===== src/sd_dat_pkg.sv =====
/*
 * Shared definitions for the 4-bit SD data-line physical layer.
 * Framing covers start and end nibbles only; there is no CRC16 field.
 */

`default_nettype none

package sd_dat_pkg;

   ////////////////////////////////////////////////////////////
   // Block framing on DAT[3:0]
   ////////////////////////////////////////////////////////////

   localparam logic [3:0] START_NIBBLE = 4'h0;   // All lines low
   localparam logic [3:0] END_NIBBLE   = 4'hF;   // All lines high

   ////////////////////////////////////////////////////////////
   // FSM encodings
   ////////////////////////////////////////////////////////////

   // Transfer controller
   typedef enum logic [2:0] {
      IDLE,
      WRITE_BLK,
      WRITE_BUSY,    // Card holds DAT0 low after a block
      READ_BLK,
      DONE
   } phys_state_e;

   typedef enum logic [1:0] {TX_IDLE, TX_START, TX_DATA, TX_END} tx_state_e;

   typedef enum logic [1:0] {RX_IDLE, RX_HUNT, RX_DATA, RX_END} rx_state_e;

endpackage

`default_nettype wire


===== src/dat_tx_serializer.sv =====
/*
 * Sends one framed block on DAT[3:0], MSB nibble of each word first.
 * The FIFO must answer a read strobe with data in the next cycle.
 * block_sz must be a multiple of FIFO_WIDTH/8 bytes and not zero.
 */

`timescale 1ns/100ps
`default_nettype none

module dat_tx_serializer #(
   parameter int FIFO_WIDTH     = 32,
   parameter int BLOCK_SZ_WIDTH = 12
) (
   input  wire logic                      sd_clk,
   input  wire logic                      rst_L,
   input  wire logic                      blk_start,
   input  wire logic [BLOCK_SZ_WIDTH-1:0] block_sz,
   input  wire logic [FIFO_WIDTH-1:0]     tx_buf_dout,
   output logic                           tx_buf_rd_enb,
   output logic [3:0]                     dat_dout,
   output logic                           dat_oe,
   output logic                           blk_done
);

   localparam int NPW   = FIFO_WIDTH / 4;        // Nibbles per word
   localparam int IDX_W = (NPW > 1) ? $clog2(NPW) : 1;
   localparam int NL_W  = BLOCK_SZ_WIDTH + 1;    // Two nibbles per byte

   sd_dat_pkg::tx_state_e   state;
   logic [IDX_W-1:0]        nib_idx;             // Nibble on the bus
   logic [NL_W-1:0]         nib_left;            // Data nibbles still to send
   logic                    word_pend;           // FIFO word valid this cycle
   logic [FIFO_WIDTH-1:0]   word_q;
   logic [FIFO_WIDTH-1:0]   cur_word;
   logic                    last_of_word;
   logic                    last_of_blk;

   assign last_of_word = (nib_idx == IDX_W'(NPW - 1));
   assign last_of_blk  = (nib_left == NL_W'(1));

   // Fresh FIFO data bypasses the holding register
   assign cur_word = word_pend ? tx_buf_dout : word_q;

   // First word on block start, then one just ahead of each word boundary
   assign tx_buf_rd_enb = (state == sd_dat_pkg::TX_IDLE && blk_start) ||
                          (state == sd_dat_pkg::TX_DATA && last_of_word && !last_of_blk);

   always_ff @(posedge sd_clk) begin
      if (!rst_L) begin
         state     <= sd_dat_pkg::TX_IDLE;
         nib_idx   <= '0;
         nib_left  <= '0;
         word_pend <= 1'b0;
      end else begin
         word_pend <= tx_buf_rd_enb;
         case (state)
            sd_dat_pkg::TX_IDLE: begin
               if (blk_start) begin
                  nib_left <= {block_sz, 1'b0};
                  state    <= sd_dat_pkg::TX_START;
               end
            end
            sd_dat_pkg::TX_START: begin
               nib_idx <= '0;
               state   <= sd_dat_pkg::TX_DATA;
            end
            sd_dat_pkg::TX_DATA: begin
               nib_left <= nib_left - NL_W'(1);
               nib_idx  <= last_of_word ? '0 : nib_idx + IDX_W'(1);
               if (last_of_blk)
                  state <= sd_dat_pkg::TX_END;
            end
            default: state <= sd_dat_pkg::TX_IDLE;   // TX_END lasts one cycle
         endcase
      end
   end

   // Holds the FIFO word from the cycle it is presented
   always_ff @(posedge sd_clk) begin
      if (word_pend)
         word_q <= tx_buf_dout;
   end

   ////////////////////////////////////////////////////////////
   // Bus drive
   ////////////////////////////////////////////////////////////

   always_comb begin
      case (state)
         sd_dat_pkg::TX_START: dat_dout = sd_dat_pkg::START_NIBBLE;
         sd_dat_pkg::TX_DATA:  dat_dout = cur_word[FIFO_WIDTH-1-4*int'(nib_idx) -: 4];
         sd_dat_pkg::TX_END:   dat_dout = sd_dat_pkg::END_NIBBLE;
         default:              dat_dout = 4'hF;     // Idle lines sit high
      endcase
   end

   assign dat_oe   = (state != sd_dat_pkg::TX_IDLE);
   assign blk_done = (state == sd_dat_pkg::TX_END);   // Same cycle as end nibble

endmodule

`default_nettype wire


===== src/dat_rx_deserializer.sv =====
/*
 * Receives one framed block from DAT[3:0] into FIFO words, MSB first.
 * No timeout: the hunt for the start nibble waits forever.
 * block_sz must be a multiple of FIFO_WIDTH/8 bytes and not zero.
 */

`timescale 1ns/100ps
`default_nettype none

module dat_rx_deserializer #(
   parameter int FIFO_WIDTH     = 32,
   parameter int BLOCK_SZ_WIDTH = 12
) (
   input  wire logic                      sd_clk,
   input  wire logic                      rst_L,
   input  wire logic                      blk_start,
   input  wire logic [BLOCK_SZ_WIDTH-1:0] block_sz,
   input  wire logic [3:0]                dat_din,
   output logic                           rx_buf_wr_enb,
   output logic [FIFO_WIDTH-1:0]          rx_buf_din,
   output logic                           blk_done,
   output logic                           end_err
);

   localparam int NPW   = FIFO_WIDTH / 4;
   localparam int IDX_W = (NPW > 1) ? $clog2(NPW) : 1;
   localparam int NL_W  = BLOCK_SZ_WIDTH + 1;

   sd_dat_pkg::rx_state_e   state;
   logic [IDX_W-1:0]        nib_idx;             // Position of the sampled nibble
   logic [NL_W-1:0]         nib_left;
   logic [FIFO_WIDTH-1:0]   word_q;              // Shift register
   logic [FIFO_WIDTH-1:0]   next_word;
   logic                    last_of_word;

   assign next_word    = {word_q[FIFO_WIDTH-5:0], dat_din};
   assign last_of_word = (nib_idx == IDX_W'(NPW - 1));

   ////////////////////////////////////////////////////////////
   // Block framing FSM
   ////////////////////////////////////////////////////////////

   always_ff @(posedge sd_clk) begin
      if (!rst_L) begin
         state         <= sd_dat_pkg::RX_IDLE;
         nib_idx       <= '0;
         nib_left      <= '0;
         rx_buf_wr_enb <= 1'b0;
      end else begin
         rx_buf_wr_enb <= 1'b0;
         case (state)
            sd_dat_pkg::RX_IDLE: begin
               if (blk_start) begin
                  nib_left <= {block_sz, 1'b0};
                  state    <= sd_dat_pkg::RX_HUNT;
               end
            end
            sd_dat_pkg::RX_HUNT: begin
               nib_idx <= '0;
               if (dat_din == sd_dat_pkg::START_NIBBLE)
                  state <= sd_dat_pkg::RX_DATA;
            end
            sd_dat_pkg::RX_DATA: begin
               nib_left <= nib_left - NL_W'(1);
               if (last_of_word) begin
                  nib_idx       <= '0;
                  rx_buf_wr_enb <= 1'b1;    // Word is out next cycle
               end else begin
                  nib_idx <= nib_idx + IDX_W'(1);
               end
               if (nib_left == NL_W'(1))
                  state <= sd_dat_pkg::RX_END;
            end
            default: state <= sd_dat_pkg::RX_IDLE;
         endcase
      end
   end

   // Payload path
   always_ff @(posedge sd_clk) begin
      if (state == sd_dat_pkg::RX_DATA) begin
         word_q <= next_word;
         if (last_of_word)
            rx_buf_din <= next_word;
      end
   end

   // End nibble is checked as it is sampled
   assign blk_done = (state == sd_dat_pkg::RX_END);
   assign end_err  = blk_done && (dat_din != sd_dat_pkg::END_NIBBLE);

endmodule

`default_nettype wire


===== src/dat_phys_ctrl.sv =====
/*
 * Transfer FSM for multi-block writes and reads on the 4-bit bus.
 * Flags are single-cycle strobes seen only in IDLE; conflicting or
 * empty requests (zero size or count) start nothing.
 * xfer_err holds until the next transfer starts.
 */

`timescale 1ns/100ps
`default_nettype none

module dat_phys_ctrl #(
   parameter int BLOCK_SZ_WIDTH  = 12,
   parameter int BLOCK_CNT_WIDTH = 16
) (
   input  wire logic                       sd_clk,
   input  wire logic                       rst_L,
   input  wire logic                       write_flag,
   input  wire logic                       read_flag,
   input  wire logic [BLOCK_SZ_WIDTH-1:0]  block_sz,
   input  wire logic [BLOCK_CNT_WIDTH-1:0] block_cnt,
   input  wire logic                       card_busy,
   input  wire logic                       tx_blk_done,
   input  wire logic                       rx_blk_done,
   input  wire logic                       rx_end_err,
   output logic                            tx_blk_start,
   output logic                            rx_blk_start,
   output logic                            dat_phys_busy,
   output logic                            tf_finished,
   output logic                            xfer_err
);

   // Cycles to ignore DAT0 after an end nibble
   localparam logic [1:0] MIN_BUSY_WAIT = 2'd2;

   sd_dat_pkg::phys_state_e      state;
   logic [BLOCK_CNT_WIDTH-1:0]   blk_left;
   logic [1:0]                   wait_cnt;
   logic                         err_q;
   logic                         xfer_ok;
   logic                         start_wr;
   logic                         start_rd;

   assign xfer_ok  = (block_sz != '0) && (block_cnt != '0);
   assign start_wr = write_flag && !read_flag && !card_busy && xfer_ok;
   assign start_rd = read_flag && !write_flag && xfer_ok;

   ////////////////////////////////////////////////////////////
   // Transfer FSM
   ////////////////////////////////////////////////////////////

   always_ff @(posedge sd_clk) begin
      if (!rst_L) begin
         state        <= sd_dat_pkg::IDLE;
         blk_left     <= '0;
         wait_cnt     <= '0;
         err_q        <= 1'b0;
         tx_blk_start <= 1'b0;
         rx_blk_start <= 1'b0;
      end else begin
         tx_blk_start <= 1'b0;
         rx_blk_start <= 1'b0;
         case (state)
            sd_dat_pkg::IDLE: begin
               if (start_wr) begin
                  blk_left     <= block_cnt;
                  err_q        <= 1'b0;
                  tx_blk_start <= 1'b1;
                  state        <= sd_dat_pkg::WRITE_BLK;
               end else if (start_rd) begin
                  blk_left     <= block_cnt;
                  err_q        <= 1'b0;
                  rx_blk_start <= 1'b1;
                  state        <= sd_dat_pkg::READ_BLK;
               end
            end
            sd_dat_pkg::WRITE_BLK: begin
               if (tx_blk_done) begin
                  blk_left <= blk_left - BLOCK_CNT_WIDTH'(1);
                  wait_cnt <= MIN_BUSY_WAIT;
                  state    <= sd_dat_pkg::WRITE_BUSY;
               end
            end
            sd_dat_pkg::WRITE_BUSY: begin
               if (wait_cnt != '0) begin
                  wait_cnt <= wait_cnt - 2'd1;   // Give the card time to pull DAT0
               end else if (!card_busy) begin
                  if (blk_left != '0) begin
                     tx_blk_start <= 1'b1;
                     state        <= sd_dat_pkg::WRITE_BLK;
                  end else begin
                     state <= sd_dat_pkg::DONE;
                  end
               end
            end
            sd_dat_pkg::READ_BLK: begin
               if (rx_blk_done) begin
                  err_q    <= err_q | rx_end_err;   // Sticky over all blocks
                  blk_left <= blk_left - BLOCK_CNT_WIDTH'(1);
                  if (blk_left == BLOCK_CNT_WIDTH'(1))
                     state <= sd_dat_pkg::DONE;
                  else
                     rx_blk_start <= 1'b1;
               end
            end
            default: state <= sd_dat_pkg::IDLE;   // DONE
         endcase
      end
   end

   // Status
   assign dat_phys_busy = (state != sd_dat_pkg::IDLE);
   assign tf_finished   = (state == sd_dat_pkg::DONE);
   assign xfer_err      = err_q;

endmodule

`default_nettype wire


===== src/sd_dat_phys.sv =====
/*
 * 4-bit SD data-line physical layer, no CRC16 and no 1-bit mode.
 * dat_oe selects the pad direction outside this block.
 * FIFOs are external and must never run full or empty.
 */

`timescale 1ns/100ps
`default_nettype none

module sd_dat_phys #(
   parameter int FIFO_WIDTH      = 32,
   parameter int BLOCK_SZ_WIDTH  = 12,
   parameter int BLOCK_CNT_WIDTH = 16
) (
   input  wire logic                       sd_clk,
   input  wire logic                       rst_L,
   input  wire logic                       write_flag,
   input  wire logic                       read_flag,
   input  wire logic [BLOCK_SZ_WIDTH-1:0]  block_sz,
   input  wire logic [BLOCK_CNT_WIDTH-1:0] block_cnt,
   input  wire logic [FIFO_WIDTH-1:0]      tx_buf_dout,
   input  wire logic [3:0]                 dat_din,
   output logic                            tx_buf_rd_enb,
   output logic                            rx_buf_wr_enb,
   output logic [FIFO_WIDTH-1:0]           rx_buf_din,
   output logic [3:0]                      dat_dout,
   output logic                            dat_oe,
   output logic                            dat_phys_busy,
   output logic                            tf_finished,
   output logic                            xfer_err,
   output logic                            sdc_busy_L
);

   logic card_busy;      // DAT0 held low by the card
   logic tx_blk_start;
   logic rx_blk_start;
   logic tx_blk_done;
   logic rx_blk_done;
   logic rx_end_err;

   assign sdc_busy_L = dat_din[0];
   assign card_busy  = ~dat_din[0];

   dat_phys_ctrl #(
      .BLOCK_SZ_WIDTH (BLOCK_SZ_WIDTH),
      .BLOCK_CNT_WIDTH(BLOCK_CNT_WIDTH)
   ) u_ctrl (
      .sd_clk       (sd_clk),
      .rst_L        (rst_L),
      .write_flag   (write_flag),
      .read_flag    (read_flag),
      .block_sz     (block_sz),
      .block_cnt    (block_cnt),
      .card_busy    (card_busy),
      .tx_blk_done  (tx_blk_done),
      .rx_blk_done  (rx_blk_done),
      .rx_end_err   (rx_end_err),
      .tx_blk_start (tx_blk_start),
      .rx_blk_start (rx_blk_start),
      .dat_phys_busy(dat_phys_busy),
      .tf_finished  (tf_finished),
      .xfer_err     (xfer_err)
   );

   dat_tx_serializer #(
      .FIFO_WIDTH    (FIFO_WIDTH),
      .BLOCK_SZ_WIDTH(BLOCK_SZ_WIDTH)
   ) u_tx (
      .sd_clk       (sd_clk),
      .rst_L        (rst_L),
      .blk_start    (tx_blk_start),
      .block_sz     (block_sz),
      .tx_buf_dout  (tx_buf_dout),
      .tx_buf_rd_enb(tx_buf_rd_enb),
      .dat_dout     (dat_dout),
      .dat_oe       (dat_oe),
      .blk_done     (tx_blk_done)
   );

   dat_rx_deserializer #(
      .FIFO_WIDTH    (FIFO_WIDTH),
      .BLOCK_SZ_WIDTH(BLOCK_SZ_WIDTH)
   ) u_rx (
      .sd_clk       (sd_clk),
      .rst_L        (rst_L),
      .blk_start    (rx_blk_start),
      .block_sz     (block_sz),
      .dat_din      (dat_din),
      .rx_buf_wr_enb(rx_buf_wr_enb),
      .rx_buf_din   (rx_buf_din),
      .blk_done     (rx_blk_done),
      .end_err      (rx_end_err)
   );

endmodule

`default_nettype wire


===== config.mk =====
export PLATFORM = sky130hd
export DESIGN_NAME = sd_dat_phys
export DESIGN_NICKNAME = d
export VERILOG_FILES = /design/src/sd_dat_pkg.sv /design/src/dat_tx_serializer.sv /design/src/dat_rx_deserializer.sv /design/src/dat_phys_ctrl.sv /design/src/sd_dat_phys.sv
export SDC_FILE = /design/constraint.sdc
export NUM_CORES = 1
export LEC_CHECK = 0
export BUFFER_PORTS_ARGS = -buffer_cell sky130_fd_sc_hd__buf_2
export CORE_MARGIN = 2
export CORE_UTILIZATION = 40
export CTS_CLUSTER_DIAMETER = 100
export CTS_CLUSTER_SIZE = 16
export DETAILED_ROUTE_END_ITERATION = 10
export SKIP_LAST_GASP = 1
export SYNTH_ARGS = -nofsm -noshare
export SYNTH_HDL_FRONTEND = slang
export SYNTH_HIERARCHICAL = 1
export SYNTH_SLANG_ARGS = --single-unit

===== constraint.sdc =====
create_clock -name sd_clk -period 8.1 [get_ports sd_clk]
set_input_delay 1.215 -clock sd_clk [delete_from_list [all_inputs] [get_ports sd_clk]]
set_output_delay 1.215 -clock sd_clk [all_outputs]
set_load 0.01 [all_outputs]

**After elaboration in Yosys (flattened, before gate mapping)**

Index checks and enable logic that the tools add are counted.

- Bits in registers: 154
- Input port bits: 68
- Output and inout bits: 43
- Word-level logic and storage cells: 144

- Add/subtract/negate cells: 7
- Eq/ne operators: 28
- Shifts and indexed selects: 1
- Mux-type cells: 49
- Bitwise logic cells: 1
- Reductions and logical operators: 41

Operator list:

| cell | number |
|---|---|
| 2-to-1 mux 16 bit | 4 |
| case mux 13 bit (2 select lines) | 2 |
| case mux 16 bit (3 select lines) | 1 |
| variable part select 35 x 32 -> 4 bit | 1 |
| 2-to-1 mux 32 bit | 1 |
| nonzero test 16 bit | 2 |
| 2-to-1 mux 3 bit | 10 |
| == test 13 x 1 -> 1 bit, second input constant | 2 |
| 2-to-1 mux 13 bit | 2 |
| subtractor 13 x 1 -> 13 bit, second input constant | 2 |
| == test 16 x 1 -> 1 bit, second input constant | 1 |
| nonzero test 2 bit | 8 |
| subtractor 16 x 1 -> 16 bit, second input constant | 1 |
| 2-to-1 mux 2 bit | 7 |
| 2-to-1 mux 1 bit | 12 |
| inequality test 2 x 1 -> 1 bit, second input constant | 6 |
| case mux 2 bit (3 select lines) | 2 |
| case mux 3 bit (2 select lines) | 2 |
| case mux 3 bit (4 select lines) | 1 |
| nonzero test 12 bit | 1 |
| logical AND 1 bit | 10 |
| inequality test 2 bit, second input constant | 5 |
| AND reduction 2 bit | 5 |
| == test 3 bit, second input constant | 3 |
| other kinds (22) | 36 |

**Logic depth before layout (Yosys ltp)**

Gate-level depths: netlist of run 1.

- Depth after elaboration: 6
- Depth in mapped cells: 8
- Gate-level depth less buffers: 8

**Hierarchy**

Netlist of run 1, hierarchy kept.

By module, submodules not included:

| module | times used | cells each | area an instance (um^2) | sequential area each (um^2) |
|---|---|---|---|---|
| dat_rx_deserializer | 1 | 204 | 2982.9 | 2182.1 |
| dat_tx_serializer | 1 | 253 | 2618.8 | 1021.0 |
| dat_phys_ctrl | 1 | 230 | 1630.3 | 480.5 |
| sd_dat_phys | 1 | 2 | 11.3 | 0.0 |

**Worst setup path after synthesis of run 1**

No wires, ideal clock.

- Path type: input to output
- Start: in tx_buf_dout[1]
- End: out dat_dout[1]
- Data arrival time: 2174 ps
- Required time: 6885 ps
- Path slack: 4711 ps
- Stages on the path: 4
- Path buffers: 0
- Path through: mux2_1 > mux4_2 > nand3_1 > o211ai_1

- Cells in the longest elaborated chain, start to end: 3

RTL lines:

| item | RTL line | source |
|---|---|---|
| from (decl) | sd_dat_phys.sv:21 | `input wire logic [FIFO_WIDTH-1:0] tx_buf_dout,` |
| 2-to-1 mux 32 bit | n/a |  |
| variable part select 35 x 32 -> 4 bit | dat_tx_serializer.sv:91 | `sd_dat_pkg::TX_DATA: dat_dout = cur_word[FIFO_WIDTH-1-4*int'(nib_idx) -: 4];` |
| case mux 4 bit (2 select lines) | dat_tx_serializer.sv:89 | `case (state)` |
| to (decl) | sd_dat_phys.sv:26 | `output logic [3:0] dat_dout,` |

No other way between the ends.

**Final worst setup path of run 1**

- Start: in tx_buf_dout[1]
- End: out dat_dout[1]

- Cells in the longest elaborated chain, start to end: 3

RTL lines:

| item | RTL line | source |
|---|---|---|
| 2-to-1 mux 32 bit | n/a |  |
| via u_tx.cur_word[1] | dat_tx_serializer.sv:34 | `logic [FIFO_WIDTH-1:0] cur_word;` |
| variable part select 35 x 32 -> 4 bit | dat_tx_serializer.sv:91 |  |
| case mux 4 bit (2 select lines) | dat_tx_serializer.sv:89 |  |

The timed path passes the listed nets, and every way through them passes these cells.

==> key figures, run 1 <==
Yosys
  • Synth top area cells: dfxtp_1 26%, edfxtp_1 25%, mux2_1 4.8%
  • Synth Flop Type: dfxtp_1
  • Mapped Cells: approximately 690
  • Seq cells post-synth: approximately 150
  • Synth warn: 6
  • Post-synth EDFFs: 60
  • FFs w/ async S/R, synth: 0%
  • Syn nets: between 700 and 800
  • Synth area leader: dfxtp_1
  • Yosys top cell area share: between 20 and 30%
  • Synthesized area per cell: 10.5 um^2
  • Sequential area share after synthesis: 50.9%
  • Mapped Area: ~0.0072 mm^2
  • Cell variety after synth: 79

STA
  • Fmax: approximately 280 MHz
  • Final setup violation count: 0
  • Slew headroom: 25.8%
  • Setup TNS: 0 ps
  • Fin crit share: 44.9%
  • Final slew viol count: 0
  • Hold Fails Final Rpt: 0
  • Setup WS post-layout: ~4500 ps
  • RSZ-0062 raised after global routing: false
  • Crit path time final: between 3000 and 4000 ps
  • Worst Skew: ~13 ps
  • Least-Margin Pin Slew: around 1100 ps

Clock tree
  • CTS tree: built
  • Worst-skew pair later-pin latency: roughly 420 ps
  • CTS Hold Bufs: 0
  • Clk slew on worst S/H paths: ~60 ps
  • Sink Count: around 150
  • Inserted Clock Buffers: 17
  • Post-CTS setup buffer count: 0
  • Clock root cell: clkbuf_16
  • H-tree depth: 4
  • CTS max path bufs: 2
  • Resized cells post-CTS: 0

Worst setup path
  • RR Startpoint: u_ctrl/state[0]$_SDFFE_PN0P_
  • R2R depth: 6
  • Crit Path Max Fanout: 2
  • CP Capture Type: output pin
  • Critical path type: input port to output pin
  • Critical R2R Capture: u_ctrl/blk_left[0]$_SDFFE_PN0P_
  • Worst R2R Setup Slack: roughly 5100 ps
  • Critical path arrival: 2420 ps
  • CP Launch Point: tx_buf_dout[1]
  • WP data required: roughly 6900 ps
  • Critical Path Source Type: input port
  • CP endpoint: dat_dout[1]

Power and ir drop
  • Lkg Pwr: roughly 0.0033 uW
  • P_int: between 1500 and 2000 uW
  • Pwr dens: around 290 mW/mm^2
  • Seq pwr share: between 40% and 50%
  • Psw: ~790 uW
  • Max IR drop VDD: 0.147 mV
  • Comb pwr share: 26.8%
  • Tot Pwr: around 2400 uW
  • Clock share of power: between 30% and 40%
  • Switching share of power: 32.3%

Final layout
  • Share of post-route cells with drive strength above 1: between 20% and 30%
  • Area of the multi-input gates: approximately 0.0033 mm^2
  • Util after Layout: 47.7%
  • Filler Cells Inserted: 1663
  • Layout Nets: between 800 and 900
  • Sequential Area: 0.00368 mm^2
  • P&R area growth vs syn: 17.5%
  • Antenna Cells: 0

Placed design
  • Hpwl dp: 11.3 mm
  • Worst slack at placement: between 4000 and 5000 ps
  • Port Buffers: 110
  • Final Wtd Congestion: approximately 0.85

Routing
  • Total Wirelength: roughly 16 mm
  • Drt pass-1 iters: 5
  • DR vias: ~5700
  • Initial DRC Count: roughly 300
  • DRC: 0
  • Drt wl/cell: around 16 um
  • Vias per cell: between 5 and 6
  • Post-DRT Antenna Nets: 0

Floorplanning
  • Die H: 139 um
  • Initial Utilization: 40.6%
  • Die Wd: about 140 um
  • Die outline area: 0.0192 mm^2
  • FP Rows: 49
  • Ports: between 100 and 150
  • Core Footprint: around 0.018 mm^2

Global route
  • First-pass GRT wire length: about 27 mm
  • Vias in the first global route: around 5500
  • GR Util met3: around 4.2%
  • Total gr overflow: 0
  • Met2 usage: 28.2%
  • Largest net degree at the start of global routing: 68
  • Routing usage on met1: 21.2%
  • GR peak layer: met2
  • GR Util All Layers: between 10% and 20%
  • Initial antenna violation count: 0

Hold path
  • Hold Path Class: register to register

Outcome
  • Outcome: completed

Job
  • MaxCap Viol Count: 0
## stage by stage
stage	area [um^2]	hold slack (ps)	cells
after floorplan	7240	400	689
after global routing	8510	430	1026
final	8510	421	1026
after detailed placement	7930	406	994
after global placement	7930	401	994
after CTS	8510	422	1026
## logic make-up (layout without fill, tap and decap cells)
kind of cell	count (synthesis)	count (layout)	share of synthesized area [%]
AO/OA/AOI/OAI	159	159	14.9
adder cells (fa/ha/maj)	19	19	3.28
buffers and inverters	62	170	3.85
flip-flops	154	154	50.9
multiplexers	60	60	9.93
AND/OR/NAND/NOR	235	235	17.2
## cell type report
cell class                 count  area share, %
timing repair buffer         115           6.91
clock buffer                  17           5.00
clock inverter                15           1.87
multi-input combinational    473           38.6
tap                          229           3.37
inverter                      23           1.01
sequential                   154           43.3
## routing by layer
metal / part of all wire (%) / wire, um
met3: 4.9 / 808
met1: 44 / 7160
met5: 0 / 0
met2: 50 / 8190
met4: 1.4 / 224
## power by group through the flow
stage / clock network [uW] / registers [uW] / logic [uW]
2_1_floorplan: 0 / 989 / 534
3_3_place_gp: 0 / 1010 / 627
3_5_place_dp: 0 / 1020 / 651
4_1_cts: 807 / 1010 / 655
5_1_grt: 837 / 1020 / 730
6_report: 782 / 1010 / 655
## worst max-delay path, stage by stage
cell and delay (ps):
buf_2 100, mux2_1 300, mux4_2 480, nand3_1 100, o211ai_1 80, buf_2 150
## synth_stat cells, types with 13 or more instances
library cell and number:
clkbuf_1 24, ha_1 19, nand2b_1 13, o21ai_0 16, nand2_1 77, dfxtp_1 94
nor4_1 15, inv_1 21, o211ai_1 14, o22ai_1 13, a21oi_1 36, mux2i_1 19
edfxtp_1 60, nor2_1 39, mux2_1 31, nand3_1 19, nor3_1 14
## flip-flops by register name (all words and copies together) (netlist names), 2 cells and up
name,cells
u_ctrl/blk_left,16
u_ctrl/state,3
u_ctrl/wait_cnt,2
u_rx/nib_idx,3
u_rx/nib_left,13
u_rx/rx_buf_din,32
u_rx/state,2
u_rx/word_q,28
u_tx/nib_idx,3
u_tx/nib_left,13
u_tx/state,2
u_tx/word_q,32
## worst min-delay path by stage
| stage | from | endpoint | slack [ps] | cells past startpoint |
|---|---|---|---|---|
| 6_report | u_rx/word_q[27]$_DFFE_PN_ | u_rx/rx_buf_din[31]$_DFFE_PP_ | 420 | 0 |
| 5_1_grt | u_rx/word_q[27]$_DFFE_PN_ | u_rx/rx_buf_din[31]$_DFFE_PP_ | 430 | 0 |
| 4_1_cts | u_rx/word_q[27]$_DFFE_PN_ | u_rx/rx_buf_din[31]$_DFFE_PP_ | 420 | 0 |
| 3_5_place_dp | u_rx/word_q[27]$_DFFE_PN_ | u_rx/rx_buf_din[31]$_DFFE_PP_ | 410 | 0 |
| 3_3_place_gp | u_rx/word_q[26]$_DFFE_PN_ | u_rx/rx_buf_din[30]$_DFFE_PP_ | 400 | 0 |
| 2_1_floorplan | u_rx/word_q[24]$_DFFE_PN_ | u_rx/rx_buf_din[28]$_DFFE_PP_ | 400 | 0 |
## cell usage in the layout, fill, tap and decap left out, types with 5 or more instances in the layout
master     instances
nor4_1            15
nand2b_1          13
a22o_1             8
mux2i_1           19
a21oi_1           36
clkbuf_16         17
o31ai_1           10
edfxtp_1          60
o21ai_1           11
nand4_1            6
o22ai_1           13
mux2_1            31
and3_1             6
nor2b_1           11
o211ai_1          14
nand3_1           19
buf_2            110
inv_1             21
nor3_1            14
nand2_1           77
dfxtp_1           94
o21ai_0           16
inv_8              6
a211oi_1           5
nor2_1            39
ha_1              18
buf_4              5
mux4_2             6
(Power assumes the default switching activity.)
==> inputs of run 2 (changes only) <==
==> constraint.sdc (replaced) <==
create_clock -name sd_clk -period 3.3 [get_ports sd_clk]
set_input_delay 0.495 -clock sd_clk [delete_from_list [all_inputs] [get_ports sd_clk]]
set_output_delay 0.495 -clock sd_clk [all_outputs]
set_load 0.01 [all_outputs]
==> run 2 against run 1 <==
  * Cell count rose by 0.39%
  * Via count down 1.4%
  * Critical endpoint unchanged
  * Die area did not move
  * Flip-flop and latch count unchanged
  * Non-clock buffer count rose by 4
  * Critical path type is now register to output pin
  * Largest power group unchanged
  * Worst hold slack worse by 120 ps
  * Power rose by 150%
==> key figures, run 2 (synthesis gave the netlist of run 1 again) <==
Outcome
  • Outcome: completed

Worst setup path
  • CP Capture Type: output pin
  • WP data required: 2800 ps (-4080 ps)
  • Critical Path Source Type: register
  • R2R depth: 6 (unchanged)
  • Critical path arrival: 2360 ps (-60 ps)
  • Critical path type: register to output pin
  • Crit Path Max Fanout: 34 (+32)

Floorplanning
  • Die outline area: 0.0192 mm^2 (unchanged)
  • FP Rows: 49 (unchanged)
  • Core Footprint: 0.0178 mm^2 (unchanged)
  • Initial Utilization: 40.6% (unchanged)
  • Die Wd: 139 um (unchanged)
  • Die H: 139 um (unchanged)
  • Ports: 111 (unchanged)

Placed design
  • Hpwl dp: 11.5 mm (+1.7%)
  • Placed Area: 0.00796 mm^2 (+0.38%)
  • Port Buffers: 110 (unchanged)
  • Final Wtd Congestion: 0.853 (+0.92%)

Routing
  • Drt pass-1 iters: 5 (unchanged)
  • Initial DRC Count: 322 (+8.4%)
  • DRC: 0 (unchanged)
  • Vias per cell: 5.46 (-1.8%)
  • Post-DRT Antenna Nets: 0 (unchanged)
  • Drt wl/cell: 15.8 um (-1.0%)
  • Total Wirelength: 16.3 mm (-0.61%)
  • DR vias: 5628 (-1.4%)

STA
  • RSZ-0062 raised after global routing: false
  • Crit path time final: around 2900 ps
  • Hold Fails Final Rpt: 0 (unchanged)
  • Final slew viol count: 0 (unchanged)
  • Final setup violation count: 0 (unchanged)
  • Hold WS: 299 ps (-121 ps)
  • Setup TNS: 0 ps (unchanged)
  • Slew headroom: 31.7% (+5.9 points)
  • Fmax: around 350 MHz
  • Fin crit share: 86.5%
  • Worst Skew: 7.49 ps (-5.62 ps)
  • Least-Margin Pin Slew: 1020 ps (-86.0 ps)

Global route
  • Vias in the first global route: 5445 (-0.98%)
  • First-pass GRT wire length: 26.8 mm (+0.21%)
  • GR Util All Layers: 16.9% (+0.13 points)
  • Initial antenna violation count: 1 (+1)
  • Total gr overflow: 0 (unchanged)
  • Largest net degree at the start of global routing: 41 (-40%)

Clock tree
  • Post-CTS setup buffer count: 0 (unchanged)
  • Clk slew on worst S/H paths: 70 ps (about the same)
  • Sink Count: 154 (unchanged)
  • Resized cells post-CTS: 0 (unchanged)
  • Inserted Clock Buffers: 17 (unchanged)
  • Clock root cell: clkbuf_16
  • H-tree depth: 4 (unchanged)
  • Worst-skew pair later-pin latency: 420 ps (about the same)
  • CTS tree: built
  • CTS Hold Bufs: 0 (unchanged)
  • CTS max path bufs: 2 (unchanged)

Power and ir drop
  • Clock share of power: 32.1% (about the same)
  • Lkg Pwr: 0.00331 uW (+0.75%)
  • Max IR drop VDD: 0.342 mV (+130%)
  • Switching share of power: 31.7% (-0.64 points)
  • Comb pwr share: 27.0% (+0.2 points)
  • Tot Pwr: 6040 uW (+150%)
  • Seq pwr share: 40.9% (-0.3 points)
  • Psw: 1910 uW (+140%)
  • Pwr dens: 707 mW/mm^2 (+150%)
  • P_int: 4130 uW (+150%)

Final layout
  • Largest regs: u_rx/rx_buf_din (32), u_tx/word_q (32), u_rx/word_q (28)
  • P&R area growth vs syn: 18.0%
  • Share of post-route cells with drive strength above 1: 22.7% (+0.14 points)
  • Layout Nets: 875 (+0.46%)
  • Antenna Cells: 0 (unchanged)
  • Filler Cells Inserted: 1667 (+0.24%)
  • Util after Layout: 47.9% (+0.19 points)
  • Commonest non-fill, non-tap cell in the layout: buf_2
  • Commonest non-fill, non-tap cells in the layout: 110 x buf_2, 94 x dfxtp_1, 77 x nand2_1
  • Final Cell Area: 0.00855 mm^2 (+0.40%)

Job
  • MaxCap Viol Count: 0 (unchanged)

Hold path
  • Hold Crit Depth: 1 (+1)
  • Hold Path Class: input port to register
==> run 2: cell types whose count changed in the layout (fill, tap and decap cells not counted) <==
cell / change
clkinvlp_2: -1
clkinv_4: +2
clkinvlp_4: -1
bufinv_16: +1
clkinv_1: +2
inv_8: -5
inv_6: +2
buf_4: +4
==> run 2: worst max-delay path, stage by stage, from the launching register on <==
cell and delay [ps]:
dfxtp_1 310, buf_4 380, mux2_1 380, mux4_2 490, nand3_1 100, o211ai_1 100
buf_2 170
==> run 2: power groups by stage <==
stage | combinational [uW] | sequential, uW | clock, uW
after floorplan | 1310 | 2430 | 0
after global placement | 1560 | 2480 | 0
after detailed placement | 1630 | 2510 | 0
after CTS | 1630 | 2470 | 1990
after global routing | 1810 | 2510 | 2080
final | 1630 | 2470 | 1940
==> run 2: path summary, 6_finish.rpt <==
path,from,to,slack (ps)
worst max-delay path,u_tx/word_pend$_SDFF_PN0_,dat_dout[1],450
worst min register to register,u_rx/word_q[26]$_DFFE_PN_,u_rx/rx_buf_din[30]$_DFFE_PP_,420
worst max register to register,u_ctrl/state[1]$_SDFFE_PN0P_,u_ctrl/blk_left[0]$_SDFFE_PN0P_,840
worst min-delay path,dat_din[3],u_rx/word_q[3]$_DFFE_PN_,300
==> run 2: stage by stage <==
stage | std cells | setup slack [ps]
final | 1030 | 446
after CTS | 1030 | 402
after floorplan | 689 | 282
after global routing | 1030 | 300
after global placement | 998 | 637
after detailed placement | 998 | 539
==> run 2: final cells by class <==
cell class,count,area [um^2],area share [%]
Inverter,23,86.3,1.01
Sequential cell,154,3680,43.1
Clock inverter,15,163,1.90
Multi-Input combinational cell,473,3280,38.4
Tap cell,229,287,3.35
Clock buffer,17,425,4.98
Timing Repair Buffer,119,618,7.23
==> run 2: metal layers <==
metal  up-vias  global-route usage (%)  part of all wire (%)
met1      2681                    21.8                    45
met2       139                    27.7                    48
met5         -                       0                 0.080
met3        25                    4.70                   4.9
li1       2781                       -                     -
met4         2                    5.59                   1.8
